**src/hw/mci_params.svh**
```systemverilog
// Address map, sizes and bus widths of the management controller, included by RTL and testbench
`ifndef MCI_PARAMS_SVH
`define MCI_PARAMS_SVH

//////////////////////////////////////////////////
// Bus widths
//////////////////////////////////////////////////
`define MCI_ADDR_W 32
`define MCI_DATA_W 32
// AXI user tag carried with each request
`define MCI_USER_W 32

//////////////////////////////////////////////////
// Address map
//////////////////////////////////////////////////
// Register block, 4 KB window
`define MCI_REG_START 32'h0000_0000
`define MCI_REG_END 32'h0000_0FFF

// Local SRAM, size in KB
`define MCI_SRAM_SIZE_KB 1
`define MCI_SRAM_START 32'h0001_0000
`define MCI_SRAM_END (`MCI_SRAM_START + (`MCI_SRAM_SIZE_KB * 1024) - 1)

// Mailbox, 256 byte window
`define MCI_MBOX_START 32'h0002_0000
`define MCI_MBOX_END 32'h0002_00FF
// Mailbox data buffer in words
`define MCI_MBOX_DEPTH 16

//////////////////////////////////////////////////
// Constants
//////////////////////////////////////////////////
// Identity word, "MCI" plus revision
`define MCI_ID_VALUE 32'h4D43_4901

`endif

```
**src/hw/mci_pkg.sv**
```systemverilog
// Shared request types of the management controller, imported by every RTL module and the testbench
`include "mci_params.svh"

package mci_pkg;

    //////////////////////////////////////////////////
    // Request fields
    //////////////////////////////////////////////////
    // Byte address on the SoC port
    typedef logic [`MCI_ADDR_W-1:0] mci_addr_t;

    // Read and write data word
    typedef logic [`MCI_DATA_W-1:0] mci_data_t;

    // AXI user tag, compared against straps
    typedef logic [`MCI_USER_W-1:0] mci_user_t;

    //////////////////////////////////////////////////
    // Decode result
    //////////////////////////////////////////////////
    // One entry per window, NONE for a miss
    typedef enum logic [1:0] {
        TGT_REG  = 2'd0,
        TGT_SRAM = 2'd1,
        TGT_MBOX = 2'd2,
        TGT_NONE = 2'd3
    } mci_target_e;

endpackage

```
**src/hw/mci_reg_block.sv**
```systemverilog
// Control registers of the management controller: identity, scratch and privileged SoC config
`timescale 1ns/1ps
`include "mci_params.svh"

module mci_reg_block (
    input  logic               clk,
    input  logic               reset,
    input  logic               dv,
    input  mci_pkg::mci_addr_t addr,
    input  logic               write,
    input  mci_pkg::mci_data_t wdata,
    input  logic               soc_config_req,
    output mci_pkg::mci_data_t rdata,
    output logic               hold,
    output logic               error,
    output mci_pkg::mci_data_t soc_config
);
    import mci_pkg::*;

    // Register offsets in the window
    localparam mci_addr_t ID_OFFS         = 'h0;
    localparam mci_addr_t SCRATCH_OFFS    = 'h4;
    localparam mci_addr_t SOC_CONFIG_OFFS = 'h8;

    mci_addr_t offset;
    mci_data_t scratch_q;
    mci_data_t soc_config_q;
    logic      wr_en;

    // Always single cycle
    assign hold   = 1'b0;
    assign offset = addr - mci_addr_t'(`MCI_REG_START);
    assign wr_en  = dv & write & ~hold;

    // Read mux, unmapped offsets read zero
    always_comb begin
        case (offset)
            ID_OFFS:         rdata = `MCI_ID_VALUE;
            SCRATCH_OFFS:    rdata = scratch_q;
            SOC_CONFIG_OFFS: rdata = soc_config_q;
            default:         rdata = '0;
        endcase
    end

    // Identity is read only, config needs the strap user
    assign error = wr_en & ((offset == ID_OFFS) |
                            ((offset == SOC_CONFIG_OFFS) & ~soc_config_req));

    always_ff @(posedge clk) begin
        if (reset) begin
            scratch_q    <= '0;
            soc_config_q <= '0;
        end else if (wr_en) begin
            // scratch is open to any user
            if (offset == SCRATCH_OFFS) begin
                scratch_q <= wdata;
            end
            if ((offset == SOC_CONFIG_OFFS) && soc_config_req) begin
                soc_config_q <= wdata;
            end
        end
    end

    assign soc_config = soc_config_q;

    // Write to the identity word leaves every register as it was
    a_id_wr_ignored: assert property (@(posedge clk) disable iff (reset)
        (wr_en && (offset == ID_OFFS)) |=> ($stable(scratch_q) && $stable(soc_config_q)));

endmodule

```
**config.mk**
```make
export PLATFORM = sky130hd
export DESIGN_NAME = mci_reg_block
export DESIGN_NICKNAME = d
export VERILOG_FILES = /design/src/hw/mci_pkg.sv /design/src/hw/mci_reg_block.sv
export VERILOG_INCLUDE_DIRS = /design/src /design/src/hw
export SDC_FILE = /design/constraint.sdc
export NUM_CORES = 1
export LEC_CHECK = 0
export BUFFER_PORTS_ARGS = -buffer_cell sky130_fd_sc_hd__buf_4
export CAP_MARGIN = 25
export CORE_MARGIN = 5
export CORE_UTILIZATION = 32
export DETAILED_ROUTE_END_ITERATION = 8
export SYNTH_ARGS = -nofsm -noshare
export SYNTH_HDL_FRONTEND = slang
export SYNTH_SLANG_ARGS = --single-unit
```
**constraint.sdc**
```tcl
create_clock -name clk -period 4.3 [get_ports clk]
set_input_delay 0.43 -clock clk [delete_from_list [all_inputs] [get_ports clk]]
set_output_delay 0.43 -clock clk [all_outputs]
set_load 0.1 [all_outputs]
```
==> impl_metrics.json <==
{
  "status": "finished, final reports clean",
  "via_count": 3239,
  "worstSetupStartpointType": "primary input",
  "worstSetupPathType": "in2out",
  "rows": 37,
  "dp_slack_ns": 1.27,
  "rsz0062_at_grt": "no",
  "yosysSeqAreaShare_pct": 39.0,
  "antenna_found_initial": 0,
  "synth_cell_types": 26,
  "drive_above_1_share_pct": 35.4,
  "postRouteAntennaNets": 0,
  "crit_required_ns": 3.87,
  "setup_violations": 0,
  "htreeDepth": 3,
  "nNetsFinal": 538,
  "avgSynthCellArea_sq_um": 9.18,
  "fp.dieW_um": 111,
  "clock.fmax_ghz": 0.332,
  "power.share.clock_pct": 47.8,
  "yosys_warnings": 0,
  "final_hold_viol_count": 0,
  "clock-sinks": 64,
  "vias_per_cell": 5.31,
  "syn_to_final_growth_pct": 40.8,
  "critPathCaptureType": "output pin",
  "synth_area_leaders": "dfxtp_1, nand2b_1, mux2i_1, o31ai_1, nand4_1",
  "clk_pin_slew_ns": 0.08,
  "worstPathArrival_ns": 2.58,
  "dr.pass1.iters": 5,
  "yosysTopAreaCellShare_pct": 39.0,
  "wl_per_cell_um": 17.5,
  "diodes": 0,
  "p_total_w": 0.00133,
  "fin_util_pct": 45.4,
  "insertion_delay_ns": 0.33,
  "drt_iter0_drc": 179,
  "dieArea_sq_um": 12400,
  "seq_power_share_pct": 44.5,
  "synthCells": 358,
  "maxCapViolCount": 0,
  "portBuffers": 133,
  "netlist_area_sq_um": 3290,
  "cts_made_buffers": 9,
  "fin_skew_ns": 0,
  "drt-total-wl_um": 10700,
  "start_util_pct": 32.3,
  "fin_crit_ns": 3.01,
  "holdCritPathClass": "in2reg",
  "synth_seq_cells": 64,
  "cts_resized": 0,
  "p_leak_nw": 1.87,
  "place_hpwl_um": 6950,
  "ios": 135,
  "setup_slack_ns": 1.29,
  "ys.flop_type": "dfxtp_1",
  "die_y_um": 111,
  "syn_nets": 427,
  "synthArstFlopShare_pct": 0,
  "fin_setup_tns_ns": 0,
  "p_switching_w": 0.000297,
  "cts_setup_buffers": 0,
  "cts_buffer_depth": 2,
  "grt_usage_pct": 16.6,
  "cts_tree": "done",
  "comb_power_share_pct": 7.6,
  "synth_edf_count": 0,
  "grt_pass1_wl_um": 16900,
  "grt_pass1_vias": 3199,
  "switching_share_pct": 22.3,
  "cts-hold-fix-buffers": 0,
  "ys_top_cells_by_count": "dfxtp_1, nand2b_1, nand4_1",
  "slew_headroom_pct": 43.2,
  "gp_congestion": 0.785,
  "worst_pin_slew_ns": 0.851,
  "coreArea_sq_um": 10200,
  "drc": 0,
  "maxSlewViolCount": 0,
  "cts-root-buf": "clkbuf_8",
  "power.internal_w": 0.00103,
  "synth_top_area_cell": "dfxtp_1",
  "period_share_pct": 70.0,
  "p_per_area_nw_per_um2": 287,
  "grt.overflow.total": 0,
  "ir_drop_v": 0.000170,
  "cp_max_fo": 19,
  "grt_max_degree": 97
}
power by group through the flow:
| stage | Combinational (W) | Clock (W) | Sequential, W |
|---|---|---|---|
| floorplan | 0.0000387 | 0 | 0.000606 |
| global route | 0.000110 | 0.000682 | 0.000592 |
| CTS | 0.000102 | 0.000654 | 0.000592 |
| finish | 0.000102 | 0.000636 | 0.000592 |
| global placement | 0.000101 | 0 | 0.000606 |
| detailed placement | 0.000102 | 0 | 0.000606 |
cell families (layout without fill, tap and decap cells):
logic type             after synthesis  count (layout)  synth area share, %
AND/OR/NAND/NOR                    119             119                 24.0
AO/OA/AOI/OAI                       97              97                 21.4
flip-flops                          64              64                 39.0
buffers and inverters               45             161                 5.71
multiplexers                        32              32                 9.75
other                                1               1                0.114
per-stage QoR:
step / hold WS, ns / area [sq um] / cells
after detailed placement: 0.467 / 4380 / 594
after global placement: 0.458 / 4380 / 594
after global routing: 0.338 / 4630 / 610
after floorplan: 0.449 / 3290 / 358
final: 0.358 / 4630 / 610
after CTS: 0.334 / 4630 / 610
registers in the layout (all words and copies together), names as in the netlist:
register,cells
scratch_q,32
soc_config,32
critical path: stages:
cell and delay (ns):
buf_4 0.11, nor4_2 0.39, nand4_2 0.27, nor3_4 0.64, buf_12 0.25, a221o_1 0.20
buf_4 0.30
area by class of cell:
cell class,instances,area [sq um]
clock inverter,7,119
clock buffer,9,124
fill,1025,5560
multi-input combinational,249,1840
tap,136,170
inverter,1,3.75
timing repair buffer,144,1090
sequential,64,1280
per-layer routing:
metal  global-route usage, %  wire (um)
met5                       0          0
met4                    6.16        162
met2                    26.4       5230
met3                    3.10        652
met1                    22.5       4620
final timing paths:
kind / from / end / slack [ns] / cells past startpoint
worst max-delay path: addr[6] / rdata[0] / 1.29 / 7
worst min-delay path: wdata[1] / soc_config[1] / 0.36 / 3
worst max register to register: soc_config[9] / soc_config[9] / 3.62 / 2
worst min register to register: scratch_q[12] / scratch_q[12] / 0.48 / 2
layout by cell type, fill, tap and decap left out, types with 2 or more instances in the layout:
master / synthesis / layout
nor3_2: 1 / 2
a21oi_1: 32 / 32
nand2b_1: 64 / 64
a221o_1: 11 / 11
a22o_1: 21 / 21
clkinvlp_4: 0 / 2
nand4_1: 34 / 34
nor4_1: 4 / 4
and4_1: 2 / 2
dfxtp_1: 64 / 64
nor3_1: 4 / 2
mux2i_1: 32 / 32
nand3_1: 2 / 2
o31ai_1: 32 / 32
nor4_4: 2 / 2
bufinv_16: 0 / 3
clkbuf_8: 0 / 9
buf_4: 2 / 143
Power figures use the tool's default switching activity.
