`src/hw/mci_params.svh`:
```
// Address map, sizes and bus widths of the management controller, included by RTL and testbench
`ifndef MCI_PARAMS_SVH
`define MCI_PARAMS_SVH

//////////////////////////////////////////////////
// Bus widths
//////////////////////////////////////////////////
`define MCI_ADDR_W 32
`define MCI_DATA_W 32
// AXI user tag carried with each request
`define MCI_USER_W 32

//////////////////////////////////////////////////
// Address map
//////////////////////////////////////////////////
// Register block, 4 KB window
`define MCI_REG_START 32'h0000_0000
`define MCI_REG_END 32'h0000_0FFF

// Local SRAM, size in KB
`define MCI_SRAM_SIZE_KB 1
`define MCI_SRAM_START 32'h0001_0000
`define MCI_SRAM_END (`MCI_SRAM_START + (`MCI_SRAM_SIZE_KB * 1024) - 1)

// Mailbox, 256 byte window
`define MCI_MBOX_START 32'h0002_0000
`define MCI_MBOX_END 32'h0002_00FF
// Mailbox data buffer in words
`define MCI_MBOX_DEPTH 16

//////////////////////////////////////////////////
// Constants
//////////////////////////////////////////////////
// Identity word, "MCI" plus revision
`define MCI_ID_VALUE 32'h4D43_4901

`endif

```
`src/hw/mci_pkg.sv`:
```
// Shared request types of the management controller, imported by every RTL module and the testbench
`include "mci_params.svh"

package mci_pkg;

    //////////////////////////////////////////////////
    // Request fields
    //////////////////////////////////////////////////
    // Byte address on the SoC port
    typedef logic [`MCI_ADDR_W-1:0] mci_addr_t;

    // Read and write data word
    typedef logic [`MCI_DATA_W-1:0] mci_data_t;

    // AXI user tag, compared against straps
    typedef logic [`MCI_USER_W-1:0] mci_user_t;

    //////////////////////////////////////////////////
    // Decode result
    //////////////////////////////////////////////////
    // One entry per window, NONE for a miss
    typedef enum logic [1:0] {
        TGT_REG  = 2'd0,
        TGT_SRAM = 2'd1,
        TGT_MBOX = 2'd2,
        TGT_NONE = 2'd3
    } mci_target_e;

endpackage

```
`src/hw/mci_mbox.sv`:
```
// Mailbox target: lock acquired by reading, owner tracked by user tag, owner-only data writes
`timescale 1ns/1ps
`include "mci_params.svh"

module mci_mbox (
    input  logic               clk,
    input  logic               reset,
    input  logic               dv,
    input  mci_pkg::mci_addr_t addr,
    input  logic               write,
    input  mci_pkg::mci_data_t wdata,
    input  mci_pkg::mci_user_t user,
    output mci_pkg::mci_data_t rdata,
    output logic               hold,
    output logic               error
);
    import mci_pkg::*;

    // Register offsets
    localparam mci_addr_t LOCK_OFFS    = 'h00;
    localparam mci_addr_t OWNER_OFFS   = 'h04;
    localparam mci_addr_t RELEASE_OFFS = 'h08;
    localparam mci_addr_t DATA_OFFS    = 'h40;
    localparam int        IDX_W        = $clog2(`MCI_MBOX_DEPTH);

    mci_data_t        data_mem [`MCI_MBOX_DEPTH];
    mci_addr_t        offset;
    logic [IDX_W-1:0] idx;
    logic             lock_q;
    mci_user_t        owner_q;
    logic             is_owner;
    logic             in_data;
    logic             acquire;
    logic             rel_req;
    logic             data_wr;

    assign hold   = 1'b0;
    assign offset = addr - mci_addr_t'(`MCI_MBOX_START);
    assign idx    = offset[IDX_W+1:2];
    assign in_data = (offset >= DATA_OFFS) && (offset < DATA_OFFS + 4 * `MCI_MBOX_DEPTH);

    // Owner only counts while locked
    assign is_owner = lock_q & (user == owner_q);

    // Lock read grabs an idle mailbox
    assign acquire = dv & ~write & (offset == LOCK_OFFS) & ~lock_q;
    assign rel_req = dv & write & (offset == RELEASE_OFFS);
    assign data_wr = dv & write & in_data;

    // Release and data writes belong to the owner
    assign error = (rel_req | data_wr) & ~is_owner;

    // Read mux, data open to any user
    always_comb begin
        if (in_data) begin
            rdata = data_mem[idx];
        end else begin
            case (offset)
                LOCK_OFFS:  rdata = mci_data_t'(lock_q);
                OWNER_OFFS: rdata = mci_data_t'(owner_q);
                default:    rdata = '0;
            endcase
        end
    end

    //////////////////////////////////////////////////
    // Lock and owner
    //////////////////////////////////////////////////
    always_ff @(posedge clk) begin
        if (reset) begin
            lock_q  <= 1'b0;
            owner_q <= '0;
        end else if (acquire) begin
            lock_q  <= 1'b1;
            owner_q <= user;
        end else if (rel_req & is_owner) begin
            lock_q <= 1'b0;
        end
    end

    // Data buffer
    always_ff @(posedge clk) begin
        if (data_wr & is_owner) begin
            data_mem[idx] <= wdata;
        end
    end

    // No owner swap while somebody holds the lock
    a_owner_stable: assert property (@(posedge clk) disable iff (reset)
        !$stable(owner_q) |-> $past(!lock_q || (rel_req && is_owner)));

endmodule

```
`config.mk`:
```
export PLATFORM = sky130hd
export DESIGN_NAME = mci_mbox
export DESIGN_NICKNAME = d
export VERILOG_FILES = /design/src/hw/mci_pkg.sv /design/src/hw/mci_mbox.sv
export VERILOG_INCLUDE_DIRS = /design/src /design/src/hw
export SDC_FILE = /design/constraint.sdc
export NUM_CORES = 1
export LEC_CHECK = 0
export BUFFER_PORTS_ARGS = -buffer_cell sky130_fd_sc_hd__clkbuf_2
export CAP_MARGIN = 20
export CORE_MARGIN = 5
export CORE_UTILIZATION = 60
export CTS_CLUSTER_DIAMETER = 200
export DETAILED_ROUTE_END_ITERATION = 8
export HOLD_SLACK_MARGIN = 0.05
export PLACE_DENSITY = 0.87
export SLEW_MARGIN = 20
export SYNTH_ARGS = -nofsm -noshare
export SYNTH_HDL_FRONTEND = slang
export SYNTH_SLANG_ARGS = --single-unit
export TNS_END_PERCENT = 5
```
`constraint.sdc`:
```
create_clock -name clk -period 6.87 [get_ports clk]
set_input_delay 1.374 -clock clk [delete_from_list [all_inputs] [get_ports clk]]
set_output_delay 1.374 -clock clk [all_outputs]
set_load 0.02 [all_outputs]
```
==> summary.txt <==
Final layout
  • Area Growth Syn to Fin: 13.8%
  • Utilization after layout: 68.7%
  • Non-filler instance count after layout: 1724
  • Layout cells sized above 1: 33.6%
  • Final instance area: 24900 µm²
  • NumNets Final: 1315

STA
  • Setup-failing EPs final: 0
  • Clock skew: 0.0200 ns
  • Worst slew pin tran: 0.943 ns
  • Fmax: 183 MHz
  • Fin crit share: 79.3%
  • RSZ-0062 raised after global routing: false
  • Fin. max-slew vios: 0
  • Fin worst setup slack: 1.42 ns
  • Slew headroom: 36.9%
  • Setup total negative slack: 0 ns
  • Final Hold Vio Count: 0
  • Fin crit period: 5.45 ns

Logic synthesis
  • Multiplexer area fraction after synthesis: 16.5%
  • Net count after synthesis: 1168
  • Count leader, synth: edfxtp_1
  • Ys flop type: edfxtp_1
  • Post-synthesis async set-or-reset flop share: 0%
  • Synth top area cells: edfxtp_1, mux4_2, dfxtp_1
  • Synth top cells by count: edfxtp_1, mux4_2, clkbuf_1
  • Synthesized flop and latch total: 545
  • Number of flops mapped to enable cells by yosys: 512
  • Compound-gate portion of the synthesized area: 3.49%
  • Post-synth top area share: 70.3%
  • Adder-Cell Fraction of Synth Area: 0.0572%
  • Warnings, synthesis: 0
  • Post-synth cell types: 43
  • Simple-Gate Fraction of Synth Area: 3.19%
  • Largest family of logic cells by synthesized area: multiplexers
  • Syn Area/Cell: 20.5 µm²
  • Yosys top cell by area: edfxtp_1
  • Sequential fraction of the synthesis area: 73.3%
  • Synthesized area: 21900 µm²
  • Xor/xnor share of the synthesized area: 1.32%
  • Cells after Synth: 1067

Floorplanning
  • Row cnt: 70
  • Die area: 40400 µm²
  • Die Wd: 201 µm
  • Io pins: 134
  • Chip height: 201 µm
  • Starting density of the core: 60.3%
  • Core area: 36300 µm²

Route
  • 1st-iter DRT viols: 1776
  • Final antenna-violating net count: 0
  • Initial DRT Pass Iterations: 7
  • Routed vias: 12100
  • Routed WL: 56100 µm
  • Residual DRC: 0
  • Met3 wire len: 6260 µm
  • Top Metal Used: met5
  • Via/cell ratio: 7.01
  • Wl on met1: 19400 µm
  • Routed wl met2: 28300 µm
  • WL per Instance: 32.5 µm

Critical path
  • RR Endpoint: data_mem[3][8]$_DFFE_PP_
  • Worst path arrival time: 4.08 ns
  • FF-to-FF path depth: 7
  • Internal reg-to-reg setup slack: 3.08 ns
  • Setup crit end kind: primary output
  • Reg-to-reg startpoint: owner_q[7]$_SDFFE_PP0P_
  • Critical path peak fanout: 35
  • Startpoint Class: input pin
  • Critical Path RT: 5.50 ns
  • Critical path class: in -> out

Place
  • HPWL after detailed placement: 29800 µm
  • Dpl cells: 1630
  • Dpl ws: 1.44 ns
  • Placed inst area: 23300 µm²
  • PortBufs: 132
  • Gpl congestion: 0.838

Hold path
  • Hold Path Depth: 2
  • Worst min-delay path class: reg -> reg
  • Hold_sp: owner_q[31]$_SDFFE_PP0P_
  • Min-Delay Endpoint: owner_q[31]$_SDFFE_PP0P_

Global routing
  • Antenna violations before repair: 3
  • Largest net degree at the start of global routing: 79
  • Overflow after GRT: 0
  • Vias in the first global route: 12300
  • GRT Resource Usage Total: 27.7%
  • First-pass GRT wire length: 82300 µm

Pwr
  • P_sw: 1.37 mW
  • Reg power frac: 53.9%
  • Cell-internal power: 5.35 mW
  • Clock network fraction of total power: 41.5%
  • Max VDD drop: 166 µV
  • Switch share: 20.4%
  • Pleak: 8.16 nW
  • Combinational share of power: 4.6%
  • P per Cell Area: 270 nW/µm²

CTS
  • TritonCTS clock tree: done
  • Resized cells post-CTS: 0
  • Clock root cell: clkbuf_16
  • Hold_buf cts: 0
  • Worst-path clk slew: 0.07 ns
  • Num CTS Buffers: 50
  • Clock Sinks: 545
  • Clock tree buffer depth: 3
  • Postcts setup bufs: 0
  • Latest clock arrival within the worst-skew pair: 0.57 ns
  • H-Tree Depth: 2

Status
  • Status: complete, no violations

Run
  • Max-Cap Viols: 0
==> layout make-up <==
type / count / area, µm²
Sequential cell: 545 / 16000
Fill cell: 2060 / 11400
Multi-Input combinational cell: 412 / 5500
Clock buffer: 71 / 1420
Timing Repair Buffer: 168 / 1000
Tap cell: 468 / 586
Clock inverter: 22 / 213
Inverter: 37 / 139
Antenna cell: 1 / 2.50
==> layout by cell type (no fill, tap or decap), types with 3 or more instances in the layout <==
cell type / synthesis / final
a21oi_1: 32 / 32
and3_1: 3 / 3
buf_12: 1 / 5
buf_4: 1 / 32
bufinv_16: 0 / 4
clkbuf_1: 42 / 15
clkbuf_16: 0 / 53
clkbuf_2: 0 / 129
clkbuf_8: 0 / 4
clkinv_1: 0 / 6
clkinv_2: 0 / 9
dfxtp_1: 33 / 33
edfxtp_1: 512 / 512
inv_1: 37 / 37
mux4_2: 160 / 160
nand2_1: 12 / 12
nand3_1: 9 / 8
nand4_1: 39 / 39
nor2_1: 5 / 5
nor2b_1: 5 / 5
nor3_1: 10 / 4
nor3_2: 10 / 6
nor3_4: 0 / 10
nor4_1: 5 / 5
o2bb2ai_1: 31 / 31
o31ai_1: 32 / 32
or4_1: 3 / 3
xnor2_1: 16 / 16
xor2_1: 17 / 17
==> power groups by stage <==
| stage | registers, mW | logic, mW | clock network (mW) |
|---|---|---|---|
| after floorplan | 3.70 | 0.174 | 0 |
| after global placement | 3.70 | 0.293 | 0 |
| after detailed placement | 3.70 | 0.301 | 0 |
| after CTS | 3.62 | 0.307 | 2.81 |
| after global routing | 3.62 | 0.329 | 2.96 |
| final | 3.62 | 0.310 | 2.79 |
==> stage by stage <==
step                total power, mW  hold slack (ns)
global route                   6.91            0.516
CTS                            6.74            0.499
finish                         6.73            0.502
detailed placement             4.00            0.490
global placement               3.99            0.476
floorplan                      3.87            0.469
==> state kept, by name, summed over array words and instances, names as in the netlist <==
name      cells
lock_q        1
data_mem    512
owner_q      32
==> worst max-delay path by stage <==
stage	start	end	cells past startpoint
finish	addr[17]	rdata[15]	11
CTS	addr[2]	rdata[14]	7
global route	addr[2]	rdata[14]	7
detailed placement	addr[2]	rdata[14]	7
floorplan	user[15]	data_mem[0][0]$_DFFE_PP_	6
global placement	addr[2]	rdata[18]	7
==> critical path, stage by stage <==
cell       delay [ns]
clkbuf_2         0.11
inv_1            0.05
ha_1             0.27
and3b_1          0.15
nand4_1          0.18
a211oi_4         0.33
buf_4            0.42
and4_1           0.25
buf_4            0.40
o2bb2ai_1        0.25
clkbuf_2         0.24
==> logic make-up after synthesis <==
kind of cell,Yosys count
adder cells (fa/ha/maj),1
buffers and inverters,110
AO/OA/AOI/OAI,106
XOR/XNOR,33
AND/OR/NAND/NOR,110
flip-flops,545
multiplexers,161
other,1
==> layer usage <==
metal | vias to the layer above | GRT usage [%]
met3 | 168 | 6.35
met1 | 6137 | 36.5
met5 | - | 0
li1 | 4781 | -
met4 | 4 | 9.69
met2 | 1001 | 46.2
Note: power is estimated with default switching activity, not from simulation.
