**src/hw/mci_params.svh**
```systemverilog
// Address map, sizes and bus widths of the management controller, included by RTL and testbench
`ifndef MCI_PARAMS_SVH
`define MCI_PARAMS_SVH

//////////////////////////////////////////////////
// Bus widths
//////////////////////////////////////////////////
`define MCI_ADDR_W 32
`define MCI_DATA_W 32
// AXI user tag carried with each request
`define MCI_USER_W 32

//////////////////////////////////////////////////
// Address map
//////////////////////////////////////////////////
// Register block, 4 KB window
`define MCI_REG_START 32'h0000_0000
`define MCI_REG_END 32'h0000_0FFF

// Local SRAM, size in KB
`define MCI_SRAM_SIZE_KB 1
`define MCI_SRAM_START 32'h0001_0000
`define MCI_SRAM_END (`MCI_SRAM_START + (`MCI_SRAM_SIZE_KB * 1024) - 1)

// Mailbox, 256 byte window
`define MCI_MBOX_START 32'h0002_0000
`define MCI_MBOX_END 32'h0002_00FF
// Mailbox data buffer in words
`define MCI_MBOX_DEPTH 16

//////////////////////////////////////////////////
// Constants
//////////////////////////////////////////////////
// Identity word, "MCI" plus revision
`define MCI_ID_VALUE 32'h4D43_4901

`endif

```
**src/hw/mci_pkg.sv**
```systemverilog
// Shared request types of the management controller, imported by every RTL module and the testbench
`include "mci_params.svh"

package mci_pkg;

    //////////////////////////////////////////////////
    // Request fields
    //////////////////////////////////////////////////
    // Byte address on the SoC port
    typedef logic [`MCI_ADDR_W-1:0] mci_addr_t;

    // Read and write data word
    typedef logic [`MCI_DATA_W-1:0] mci_data_t;

    // AXI user tag, compared against straps
    typedef logic [`MCI_USER_W-1:0] mci_user_t;

    //////////////////////////////////////////////////
    // Decode result
    //////////////////////////////////////////////////
    // One entry per window, NONE for a miss
    typedef enum logic [1:0] {
        TGT_REG  = 2'd0,
        TGT_SRAM = 2'd1,
        TGT_MBOX = 2'd2,
        TGT_NONE = 2'd3
    } mci_target_e;

endpackage

```
**src/hw/mci_axi_sub_decode.sv**
```systemverilog
// Decodes SoC requests to the register, SRAM and mailbox targets and merges their responses back
`timescale 1ns/1ps
`include "mci_params.svh"

module mci_axi_sub_decode (
    input  logic               clk,
    input  logic               reset,
    // SoC request port
    input  logic               soc_dv,
    input  mci_pkg::mci_addr_t soc_addr,
    input  logic               soc_write,
    input  mci_pkg::mci_data_t soc_wdata,
    input  mci_pkg::mci_user_t soc_user,
    output mci_pkg::mci_data_t soc_rdata,
    output logic               soc_hold,
    output logic               soc_error,
    // Strapped privileged users
    input  mci_pkg::mci_user_t strap_mcu_lsu_user,
    input  mci_pkg::mci_user_t strap_mcu_ifu_user,
    input  mci_pkg::mci_user_t strap_soc_config_user,
    input  mci_pkg::mci_user_t strap_sram_config_user,
    // Per target select
    output logic               reg_dv,
    output logic               sram_dv,
    output logic               mbox_dv,
    // Request copy shared by all targets
    output mci_pkg::mci_addr_t req_addr,
    output logic               req_write,
    output mci_pkg::mci_data_t req_wdata,
    output mci_pkg::mci_user_t req_user,
    // Target responses
    input  mci_pkg::mci_data_t reg_rdata,
    input  logic               reg_hold,
    input  logic               reg_error,
    input  mci_pkg::mci_data_t sram_rdata,
    input  logic               sram_hold,
    input  logic               sram_error,
    input  mci_pkg::mci_data_t mbox_rdata,
    input  logic               mbox_hold,
    input  logic               mbox_error,
    // Privilege flags
    output logic               mcu_req,
    output logic               soc_config_req,
    output logic               sram_config_req
);
    import mci_pkg::*;

    mci_target_e target;
    logic        soc_config_disable;
    logic        soc_config_force;
    logic        soc_config_match;

    //////////////////////////////////////////////////
    // Window decode
    //////////////////////////////////////////////////
    // Full address compare, windows never overlap
    always_comb begin
        if (soc_addr inside {[`MCI_REG_START:`MCI_REG_END]}) begin
            target = TGT_REG;
        end else if (soc_addr inside {[`MCI_SRAM_START:`MCI_SRAM_END]}) begin
            target = TGT_SRAM;
        end else if (soc_addr inside {[`MCI_MBOX_START:`MCI_MBOX_END]}) begin
            target = TGT_MBOX;
        end else begin
            target = TGT_NONE;
        end
    end

    // Qualify with dv before handing to a target
    assign reg_dv  = soc_dv & (target == TGT_REG);
    assign sram_dv = soc_dv & (target == TGT_SRAM);
    assign mbox_dv = soc_dv & (target == TGT_MBOX);

    // Same request fields go to every target
    assign req_addr  = soc_addr;
    assign req_write = soc_write;
    assign req_wdata = soc_wdata;
    assign req_user  = soc_user;

    //////////////////////////////////////////////////
    // Response merge
    //////////////////////////////////////////////////
    always_comb begin
        soc_rdata = '0;
        soc_hold  = 1'b0;
        soc_error = 1'b0;
        case (target)
            TGT_REG: begin
                soc_rdata = reg_rdata;
                soc_hold  = reg_hold;
                soc_error = reg_error;
            end
            TGT_SRAM: begin
                soc_rdata = sram_rdata;
                soc_hold  = sram_hold;
                soc_error = sram_error;
            end
            TGT_MBOX: begin
                soc_rdata = mbox_rdata;
                soc_hold  = mbox_hold;
                soc_error = mbox_error;
            end
            // Miss, zero data and error
            default: soc_error = soc_dv;
        endcase
    end

    //////////////////////////////////////////////////
    // Privileged user detect
    //////////////////////////////////////////////////
    // All zeros turns SoC-config off, all ones grants it to everyone
    assign soc_config_disable = ~|strap_soc_config_user;
    assign soc_config_force   = &strap_soc_config_user;
    assign soc_config_match   = (soc_user == strap_soc_config_user);

    assign soc_config_req = soc_dv & ((soc_config_match & ~soc_config_disable) | soc_config_force);

    // LSU and IFU collapse into one MCU flag
    assign mcu_req = soc_dv & ((soc_user == strap_mcu_lsu_user) |
                               (soc_user == strap_mcu_ifu_user));

    assign sram_config_req = soc_dv & (soc_user == strap_sram_config_user);

    // At most one target per request
    a_select_onehot: assert property (@(posedge clk) disable iff (reset)
        $onehot0({reg_dv, sram_dv, mbox_dv}));

    // A target only stalls a request it owns
    a_hold_needs_dv: assert property (@(posedge clk) disable iff (reset)
        !((reg_hold & ~reg_dv) | (sram_hold & ~sram_dv) | (mbox_hold & ~mbox_dv)));

endmodule

```
**config.mk**
```make
export PLATFORM = sky130hd
export DESIGN_NAME = mci_axi_sub_decode
export DESIGN_NICKNAME = d
export VERILOG_FILES = /design/src/hw/mci_pkg.sv /design/src/hw/mci_axi_sub_decode.sv
export VERILOG_INCLUDE_DIRS = /design/src /design/src/hw
export SDC_FILE = /design/constraint.sdc
export NUM_CORES = 1
export LEC_CHECK = 0
export ABC_AREA = 1
export BUFFER_PORTS_ARGS = -buffer_cell sky130_fd_sc_hd__buf_2
export CAP_MARGIN = 5
export CORE_AREA = 2 2 184 186
export DETAILED_ROUTE_END_ITERATION = 12
export DIE_AREA = 0 0 186 188
export PLACE_DENSITY = 0.41
export SETUP_SLACK_MARGIN = 0.5
export SYNTH_ARGS = -nofsm -noshare
export SYNTH_HDL_FRONTEND = slang
export SYNTH_SLANG_ARGS = --single-unit
```
**constraint.sdc**
```tcl
create_clock -name vclk -period 2.4
set_clock_uncertainty 0.05 [all_clocks]
set_input_delay 0.24 -clock vclk [all_inputs]
set_output_delay 0.24 -clock vclk [all_outputs]
set_load 0.05 [all_outputs]
```
==> impl_metrics.tcl, run 1 <==
set metrics [dict create \
    run_status "finished clean" \
    critical_path.startpoint "soc_addr[30]" \
    vias 5381 \
    power_per_cell_area_nw_per_um2 142 \
    hold_viol_final 0 \
    critPathMaxFanout 7 \
    area_growth_pct 85.7 \
    synth_most_common_cell "nand2_1" \
    viasPerCell 3.76 \
    mappedNetlistNets 1014 \
    core.rowCount 67 \
    track_usage 0.133 \
    worst_pin_slew_ns 0.392 \
    maxSlewHeadroom 0.738 \
    count_of_cell_types_in_the_netlist 31 \
    setup_violations 0 \
    antenna_found_initial 8 \
    layout.filler_cells 3832 \
    post-route-min-period_ns 1.97 \
    ant_nets 0 \
    drv_cap 0 \
    p_leak_nw 3.15 \
    setup.worst_path.start_class "input port" \
    grt_pass1_vias 5332 \
    netlist.area_leader.share 0.198 \
    die_y_um 188 \
    yosysSeqAreaShare 0 \
    setup.worst_path.class "in2out" \
    unrepaired_setup_endpoints_after_global_routing "true" \
    place_hpwl_mm 21.5 \
    fin_setup_tns_ns 0 \
    place_congestion 0.771 \
    fp.dieW_um 186 \
    finish.net_count 1309 \
    p_sw_w 0.000582 \
    type_of_the_worst_min_delay_path "in2out" \
    worst_path_required_time_ns 2.11 \
    worst_setup_path_endpoint "soc_rdata[19]" \
    seqCellArea_um2 0 \
    synth_top_cells_by_count "176 x nand2_1, 97 x buf_4, 96 x nand3_1" \
    final-max-slew-violation-count 0 \
    wl_mm 25.0 \
    fmax_mhz 507 \
    number_of_instances_in_the_synthesized_netlist 684 \
    first_iter_violations 101 \
    part_of_the_power_in_combinational_logic 1.000 \
    setup.worst_path.end_class "primary output" \
    overall_power_w 0.000968 \
    cts_hold_buf 0 \
    seq_cell_count 0 \
    synth.largest_area_cell "buf_4" \
    drt-pass1-iter-count 4 \
    largest_net_degree_at_the_start_of_global_routing 36 \
    worst_ep_arrival_time_ns 1.68 \
    postSynthAreaPerCell_um2 5.38 \
    design.die.area_um2 35000 \
    syn_area_um2 3680 \
    synth-warning-count 0 \
    residual_drc 0 \
    layout-drive-gt1-share 0.535 \
    internal-power_w 0.000386 \
    nClkBuffers 0 \
    port_buffers 383 \
    wl_per_cell_um 17.5 \
    post-route-period-util 0.822 \
    grt_overflow 0 \
    core_area_um2 33100 \
    pwr-share-seq 0 \
    ioPinCount 467 \
    clkPwrFrac 0 \
    synth_top_cells_by_area "buf_4 20%, nand2_1 18%, xnor2_1 17%, nand3_1 13%, nor2_1 8.0%" \
    wire_length_of_the_first_global_routing_pass_mm 33.7 \
    initial_core_util 0.111 \
    switching_share_of_power 0.601 \
    power.ir.vdd_worst_mv 0.0787 \
]
-- stage by stage --
step / std cells / setup slack [ns] / hold slack [ns] / utilization / area (um2)
final: 1430 / 0.427 / 0.430 / 0.206 / 6830
after global routing: 1429 / 0.318 / 0.430 / 0.206 / 6830
after CTS: 1418 / 0.415 / 0.430 / 0.194 / 6440
after detailed placement: 1406 / 0.224 / 0.430 / 0.176 / 5820
after global placement: 1406 / 0.240 / 0.430 / 0.176 / 5820
after floorplan: 684 / 0.380 / 0.597 / - / 4010
-- cells by family after synthesis --
| kind of cell | count (synthesis) | share of synthesized area |
|---|---|---|
| compound gates | 43 | 0.0724 |
| xor+xnor | 78 | 0.186 |
| buf+inv | 174 | 0.286 |
| simple gates | 389 | 0.456 |
-- what timing repair did --
action | CTS | global route
pin swaps | 18 | 27
gates resized for setup | 115 | 70
setup buffers | 6 | 4
cloned | 6 | 3
endpoints found under the setup margin | 39 | 40
-- power groups by stage --
stage               Combinational [W]        Clock, W  Sequential (W)
floorplan                    0.000722               0               0
global placement             0.000946               0               0
detailed placement           0.000952               0               0
CTS                          0.000972               0               0
global route                  0.00106  0.000000000224               0
finish                       0.000968  0.000000000257               0
-- critical path, stage by stage --
cell     delay, ns
buf_6         0.09
or2_1         0.22
nor2_1        0.10
and2_4        0.19
buf_12        0.11
buf_12        0.11
buf_16        0.12
nand3_1       0.08
a31oi_2       0.22
buf_6         0.18
-- placed cells by master, fill, tap and decap left out, types with 3 or more instances in the layout --
cell / netlist / final
or2_0: 4 / 4
inv_1: 35 / 31
o22ai_1: 7 / 7
diode_2: 0 / 5
nand4_1: 16 / 16
nor2_1: 78 / 63
buf_4: 97 / 8
buf_16: 0 / 6
or2_1: 7 / 7
inv_2: 16 / 15
a31oi_4: 0 / 20
clkinv_1: 3 / 3
nand2_1: 176 / 171
clkbuf_4: 0 / 6
nor2_4: 1 / 3
xnor2_1: 73 / 69
xnor2_2: 0 / 4
xor2_1: 5 / 5
buf_8: 0 / 10
nand3_1: 96 / 64
nand2_2: 2 / 5
buf_2: 9 / 331
o21ai_0: 6 / 6
or2_2: 3 / 3
nand3_2: 0 / 30
buf_6: 3 / 39
buf_12: 0 / 10
clkbuf_16: 0 / 3
nor2_2: 1 / 14
-- worst min path at each step --
stage | to | from | cells after the start
5_1_grt | req_wdata[12] | soc_wdata[12] | 0
4_1_cts | req_addr[0] | soc_addr[0] | 0
3_3_place_gp | req_addr[0] | soc_addr[0] | 0
2_1_floorplan | req_addr[0] | soc_addr[0] | 1
3_5_place_dp | req_addr[0] | soc_addr[0] | 0
6_report | req_wdata[12] | soc_wdata[12] | 0
-- cell type report --
| class | instances | area, um2 | share of cell area |
|---|---|---|---|
| Inverter | 54 | 229 | 0.0335 |
| Tap cell | 448 | 561 | 0.0820 |
| Multi-Input combinational cell | 510 | 3240 | 0.474 |
| Timing Repair Buffer | 413 | 2790 | 0.409 |
| Antenna cell | 5 | 12.5 | 0.00183 |
-- routing by layer --
metal	GRT usage	vias to the layer above	wire, um
met2	0.271	274	13800
li1	-	2697	-
met1	0.137	2376	9100
met3	0.0188	32	1550
met5	0	-	16
met4	0.0363	2	596
Note: power is estimated with default switching activity, not from simulation.
==> run 2: changes to the inputs <==
--- a/config.mk
+++ b/config.mk
@@ -9,9 +9,9 @@
 export ABC_AREA = 1
 export BUFFER_PORTS_ARGS = -buffer_cell sky130_fd_sc_hd__buf_2
 export CAP_MARGIN = 5
-export CORE_AREA = 2 2 184 186
+export CORE_AREA = 2 2 181 183
 export DETAILED_ROUTE_END_ITERATION = 12
-export DIE_AREA = 0 0 186 188
+export DIE_AREA = 0 0 183 185
 export PLACE_DENSITY = 0.41
 export SETUP_SLACK_MARGIN = 0.5
 export SYNTH_ARGS = -nofsm -noshare
==> constraint.sdc (replaced) <==
create_clock -name vclk -period 2.04
set_clock_uncertainty 0.05 [all_clocks]
set_input_delay 0.204 -clock vclk [all_inputs]
set_output_delay 0.204 -clock vclk [all_outputs]
set_load 0.05 [all_outputs]
==> impl_metrics.tcl, run 2 (synthesized netlist as in run 1, its figures left out) <==
set metrics [dict create \
    cp_num_buf_inv 4 \
    ant_nets 0 \
    fin_ws_ns 0.109 \
    commonest_non_fill_non_tap_cell_in_the_layout "buf_2" \
    path_delay_family "simple AND/OR/NAND/NOR gates" \
    final.hold.worst_slack_ns 0.358 \
    power.ir.vdd_worst_mv 0.0808 \
    p_leak_nw 3.45 \
    post-route-period-util 0.946 \
    critPathMaxFanout 6 \
    stdcell_count 1394 \
    first_iter_violations 137 \
    setup.worst_path.end_class "primary output" \
    vias 5470 \
    final_core_utilization 0.230 \
    worst_ep_arrival_time_ns 1.68 \
    setup.worst_path.start_class "input port" \
    grt_overflow 0 \
    largest_net_degree_at_the_start_of_global_routing 36 \
    critPathMaxStageDelay_ns 0.25 \
    fp.dieW_um 183 \
    worst_pin_slew_ns 0.642 \
    crit_path_cell_trace "buf_6, or2_1, nor2_1, and2_4, o21ai_4, nand2_4, inv_8, buf_12, a31oi_4, buf_12" \
    fin_setup_tns_ns 0 \
    setup.worst_path.class "in2out" \
    type_of_the_worst_min_delay_path "in2out" \
    dp_slack_ns -0.0244 \
    layout-drive-gt1-share 0.587 \
    unrepaired_setup_endpoints_after_global_routing "true" \
    cp_most_frequent_cell "buf_12" \
    track_usage 0.132 \
    worst_path_required_time_ns 1.79 \
    power_per_cell_area_nw_per_um2 169 \
    drt-pass1-iter-count 6 \
    viasPerCell 3.92 \
    core.rowCount 66 \
    maxSlewHeadroom 0.571 \
    seq_cell_count 0 \
    nClkBuffers 0 \
    wl_mm 24.5 \
    cts_hold_buf 0 \
    core_area_um2 32000 \
    antenna_found_initial 4 \
    drv_cap 0 \
    finish.net_count 1315 \
    hold_viol_final 0 \
    fmax_mhz 518 \
    initial_core_util 0.115 \
    ioPinCount 467 \
    design.die.area_um2 33900 \
    place_hpwl_mm 21.4 \
    grt_pass1_vias 5344 \
    most_frequent_cells_in_the_layout "321 x buf_2, 156 x nand2_1, 62 x nand3_1, 55 x nor2_1, 49 x xnor2_1" \
    residual_drc 0 \
    port_buffers 383 \
    run_status "finished clean" \
    wire_length_of_the_first_global_routing_pass_mm 33.3 \
    wl_per_cell_um 17.5 \
    die_y_um 185 \
    area_growth_pct 100 \
    setup_violations 0 \
    timing.critical_path.slowest_stage_cell "and2_4" \
    seqCellArea_um2 0 \
    final-max-slew-violation-count 0 \
    post-route-min-period_ns 1.93 \
    dp.cells 1376 \
    place_congestion 0.859 \
]
[run 2: layout make-up]
cell class	count	area, um2
Inverter	54	243
Fill cell	3649	24700
Tap cell	408	510
Multi-Input combinational cell	510	3690
Timing Repair Buffer	418	2910
Timing Repair inverter	1	11.3
Antenna cell	3	7.51
[run 2: where the power goes]
part	switching (W)	total [W]	internal [W]	leakage [nW]
clock network	0	0.000000000197	0.000000000197	0.0000190
logic	0.000728	0.00124	0.000515	3.45
registers	0	0	0	0
total	0.000728	0.00124	0.000515	3.45
[run 2: metrics by stage]
stage / area, um2 / total power (W)
finish: 7370 / 0.00124
CTS: 6900 / 0.00119
global placement: 6050 / 0.00112
floorplan: 4180 / 0.000854
detailed placement: 6050 / 0.00112
global route: 7370 / 0.00135
[run 2: path summary, 6_finish.rpt]
path / start / to / slack [ns] / cells after the start
max: soc_addr[30] / soc_rdata[24] / 0.11 / 10
min: soc_addr[0] / req_addr[0] / 0.36 / 0
[run 2: routing by layer]
| metal | vias up | GRT usage | share of wire |
|---|---|---|---|
| met4 | 2 | 0.0182 | 0.014 |
| met3 | 18 | 0.0267 | 0.074 |
| met1 | 2438 | 0.134 | 0.35 |
| met2 | 290 | 0.277 | 0.56 |
| met5 | - | 0 | 0.00037 |
| li1 | 2722 | - | - |
[run 2: repair_timing]
action / 4_1_cts / 5_1_grt
hold endpoints to repair: 0 / 0
cloned: 5 / 2
pin swaps: 36 / 52
resized for setup: 193 / 82
setup buffers: 4 / 4
endpoints found under the setup margin: 40 / 40
==> run 3: changes to the inputs <==
--- a/config.mk
+++ b/config.mk
@@ -6,14 +6,15 @@
 export SDC_FILE = /design/constraint.sdc
 export NUM_CORES = 1
 export LEC_CHECK = 0
-export ABC_AREA = 1
+export ABC_AREA = 0
 export BUFFER_PORTS_ARGS = -buffer_cell sky130_fd_sc_hd__buf_2
 export CAP_MARGIN = 5
 export CORE_AREA = 2 2 181 183
 export DETAILED_ROUTE_END_ITERATION = 12
 export DIE_AREA = 0 0 183 185
-export PLACE_DENSITY = 0.41
+export PLACE_DENSITY = 0.4
 export SETUP_SLACK_MARGIN = 0.5
 export SYNTH_ARGS = -nofsm -noshare
 export SYNTH_HDL_FRONTEND = slang
 export SYNTH_SLANG_ARGS = --single-unit
+export TNS_END_PERCENT = 20
==> impl_metrics.tcl, run 3 <==
set metrics [dict create \
    run_status "finished clean" \
    cp_most_frequent_cell "buf_4" \
    setup_violations 0 \
    type_of_the_worst_min_delay_path "in2out" \
    place_hpwl_mm 20.2 \
    synth-warning-count 0 \
    synth.largest_area_cell "buf_4" \
    cp_num_buf_inv 5 \
    drv_cap 0 \
    layout-drive-gt1-share 0.674 \
    critPathMaxFanout 1 \
    yosysSeqAreaShare 0 \
    clkPwrFrac 0 \
    post_dp_cell_area_um2 5850 \
    detailroute.wirelength.met2_mm 12.3 \
    wire_length_of_the_first_global_routing_pass_mm 30.6 \
    dp_slack_ns -0.498 \
    n_antenna_cell 0 \
    route.top_layer_used "met4" \
    count_of_cell_types_in_the_netlist 28 \
    ant_nets 0 \
    synth_top_cells_by_count "97 x buf_4, 83 x xor2_1, 45 x xnor2_1" \
    design.die.area_um2 33900 \
    post_synth_mux_area_share 0 \
    finish.net_count 1148 \
    drt-pass1-iter-count 4 \
    critPathMaxStageDelay_ns 0.28 \
    setup.worst_path.end_class "primary output" \
    pwr-share-seq 0 \
    viasPerCell 3.82 \
    switching_share_of_power 0.584 \
    synth_compound_gate_area_share 0.119 \
    ioPinCount 467 \
    vias 4681 \
    post-route-min-period_ns 2.00 \
    first_iter_violations 68 \
    core.rowCount 66 \
    p_leak_nw 3.08 \
    cts_hold_buf 0 \
    antenna_found_initial 0 \
    place_congestion 0.851 \
    netlist.area_leader.share 0.229 \
    final.hold.worst_slack_ns 0.358 \
    area_growth_pct 112 \
    commonest_non_fill_non_tap_cell_in_the_layout "buf_2" \
    crit_path_cell_trace "buf_8, xnor2_2, buf_4, nand4_1, buf_4, nor4_4, nand4_1, buf_4, nor4_4, buf_6" \
    unrepaired_setup_endpoints_after_global_routing "true" \
    maxSlewHeadroom 0.721 \
    worst_path_required_time_ns 1.79 \
    syn_area_um2 3180 \
    die_y_um 185 \
    synth_most_common_cell "buf_4" \
    seqCellArea_um2 0 \
    fp.dieW_um 183 \
    fin_setup_tns_ns 0 \
    wl_mm 22.8 \
    synth_top_cells_by_area "buf_4 23%, xor2_1 23%, xnor2_1 12%, nor4_1 6.7%, nor2b_1 6.5%" \
    fin_ws_ns 0.0428 \
    nClkBuffers 0 \
    track_usage 0.124 \
    largest_net_degree_at_the_start_of_global_routing 35 \
    wl_per_cell_um 18.7 \
    setup.worst_path.start_class "input port" \
    port_buffers 383 \
    number_of_instances_in_the_synthesized_netlist 462 \
    seq_cell_count 0 \
    initial_core_util 0.0991 \
    residual_drc 0 \
    timing.critical_path.slowest_stage_cell "nor4_4" \
    most_frequent_cells_in_the_layout "326 x buf_2, 81 x xor2_1, 63 x buf_4, 53 x buf_6, 37 x xnor2_1" \
    worst_ep_arrival_time_ns 1.74 \
    part_of_the_power_in_combinational_logic 1.000 \
    synth-xor-area-share 0.353 \
    dp.cells 1212 \
    wl_met1_mm 8.11 \
    synthSimpleGateAreaFrac 0.271 \
    stdcell_count 1224 \
    core_area_um2 32000 \
    worst_pin_slew_ns 0.417 \
    path_delay_family "buffers and inverters" \
    post-route-period-util 0.979 \
    fmax_mhz 501 \
    p_sw_w 0.000760 \
    yosys.area_share.adder 0 \
    setup.worst_path.class "in2out" \
    synth_top_family_by_area "XOR/XNOR gates" \
    hold_viol_final 0 \
    power.ir.vdd_worst_mv 0.116 \
    design_area_final_um2 6750 \
    grt_overflow 0 \
    power_per_cell_area_nw_per_um2 193 \
    mappedNetlistNets 792 \
    postSynthAreaPerCell_um2 6.87 \
    grt_pass1_vias 4736 \
    internal-power_w 0.000541 \
    layout.filler_cells 3625 \
    final-max-slew-violation-count 0 \
    met3WireLength_mm 1.50 \
]
==> run 3: cell types whose count changed after synthesis, sizes merged, moves of 33 or more <==
cell   change
inv       -50
nand2    -139
nand3     -93
nor2      -77
nor2b     +33
nor4      +36
xor2      +78
==> run 3: logic make-up (layout without fill, tap and decap cells) <==
logic type             after synthesis  after routing
AND/OR/NAND/NOR                    149            149
XOR/XNOR                           128            128
buffers and inverters              112            466
AO/OA/AOI/OAI                       73             73
==> run 3: worst paths after layout <==
check / startpoint / to / slack, ns / cells past startpoint
worst max-delay path: strap_sram_config_user[5] / sram_config_req / 0.04 / 10
worst min-delay path: soc_addr[4] / req_addr[4] / 0.36 / 0
==> run 3: layer usage <==
layer | vias up | track usage
li1 | 2205 | -
met1 | 2123 | 0.129
met2 | 313 | 0.252
met3 | 40 | 0.0167
met4 | 0 | 0.0429
met5 | - | 0
==> run 3: stage by stage <==
stage	util	total power, W
2_1_floorplan	-	0.000823
3_3_place_gp	0.183	0.00122
4_1_cts	0.203	0.00130
6_report	0.211	0.00130
3_5_place_dp	0.183	0.00122
5_1_grt	0.211	0.00138
==> run 3: repair_timing <==
action / in CTS / in global routing
buffers inserted: 6 / 3
setup endpoints to repair: 40 / 40
cloned: 2 / 1
pin swaps: 30 / 20
resized for setup: 138 / 49
==> run 3: cell type report <==
class | instances | area (um2) | area share
repair buffers | 465 | 3130 | 0.464
multi-input cells | 350 | 3100 | 0.459
well taps | 408 | 510 | 0.0757
inverters | 1 | 3.75 | 0.000556
==> run 3: power groups by stage <==
stage | Clock (W) | Combinational (W) | Sequential, W
floorplan | 0 | 0.000823 | 0
global placement | 0 | 0.00122 | 0
detailed placement | 0 | 0.00122 | 0
CTS | 0 | 0.00130 | 0
global route | 0 | 0.00138 | 0
finish | 0 | 0.00130 | 0
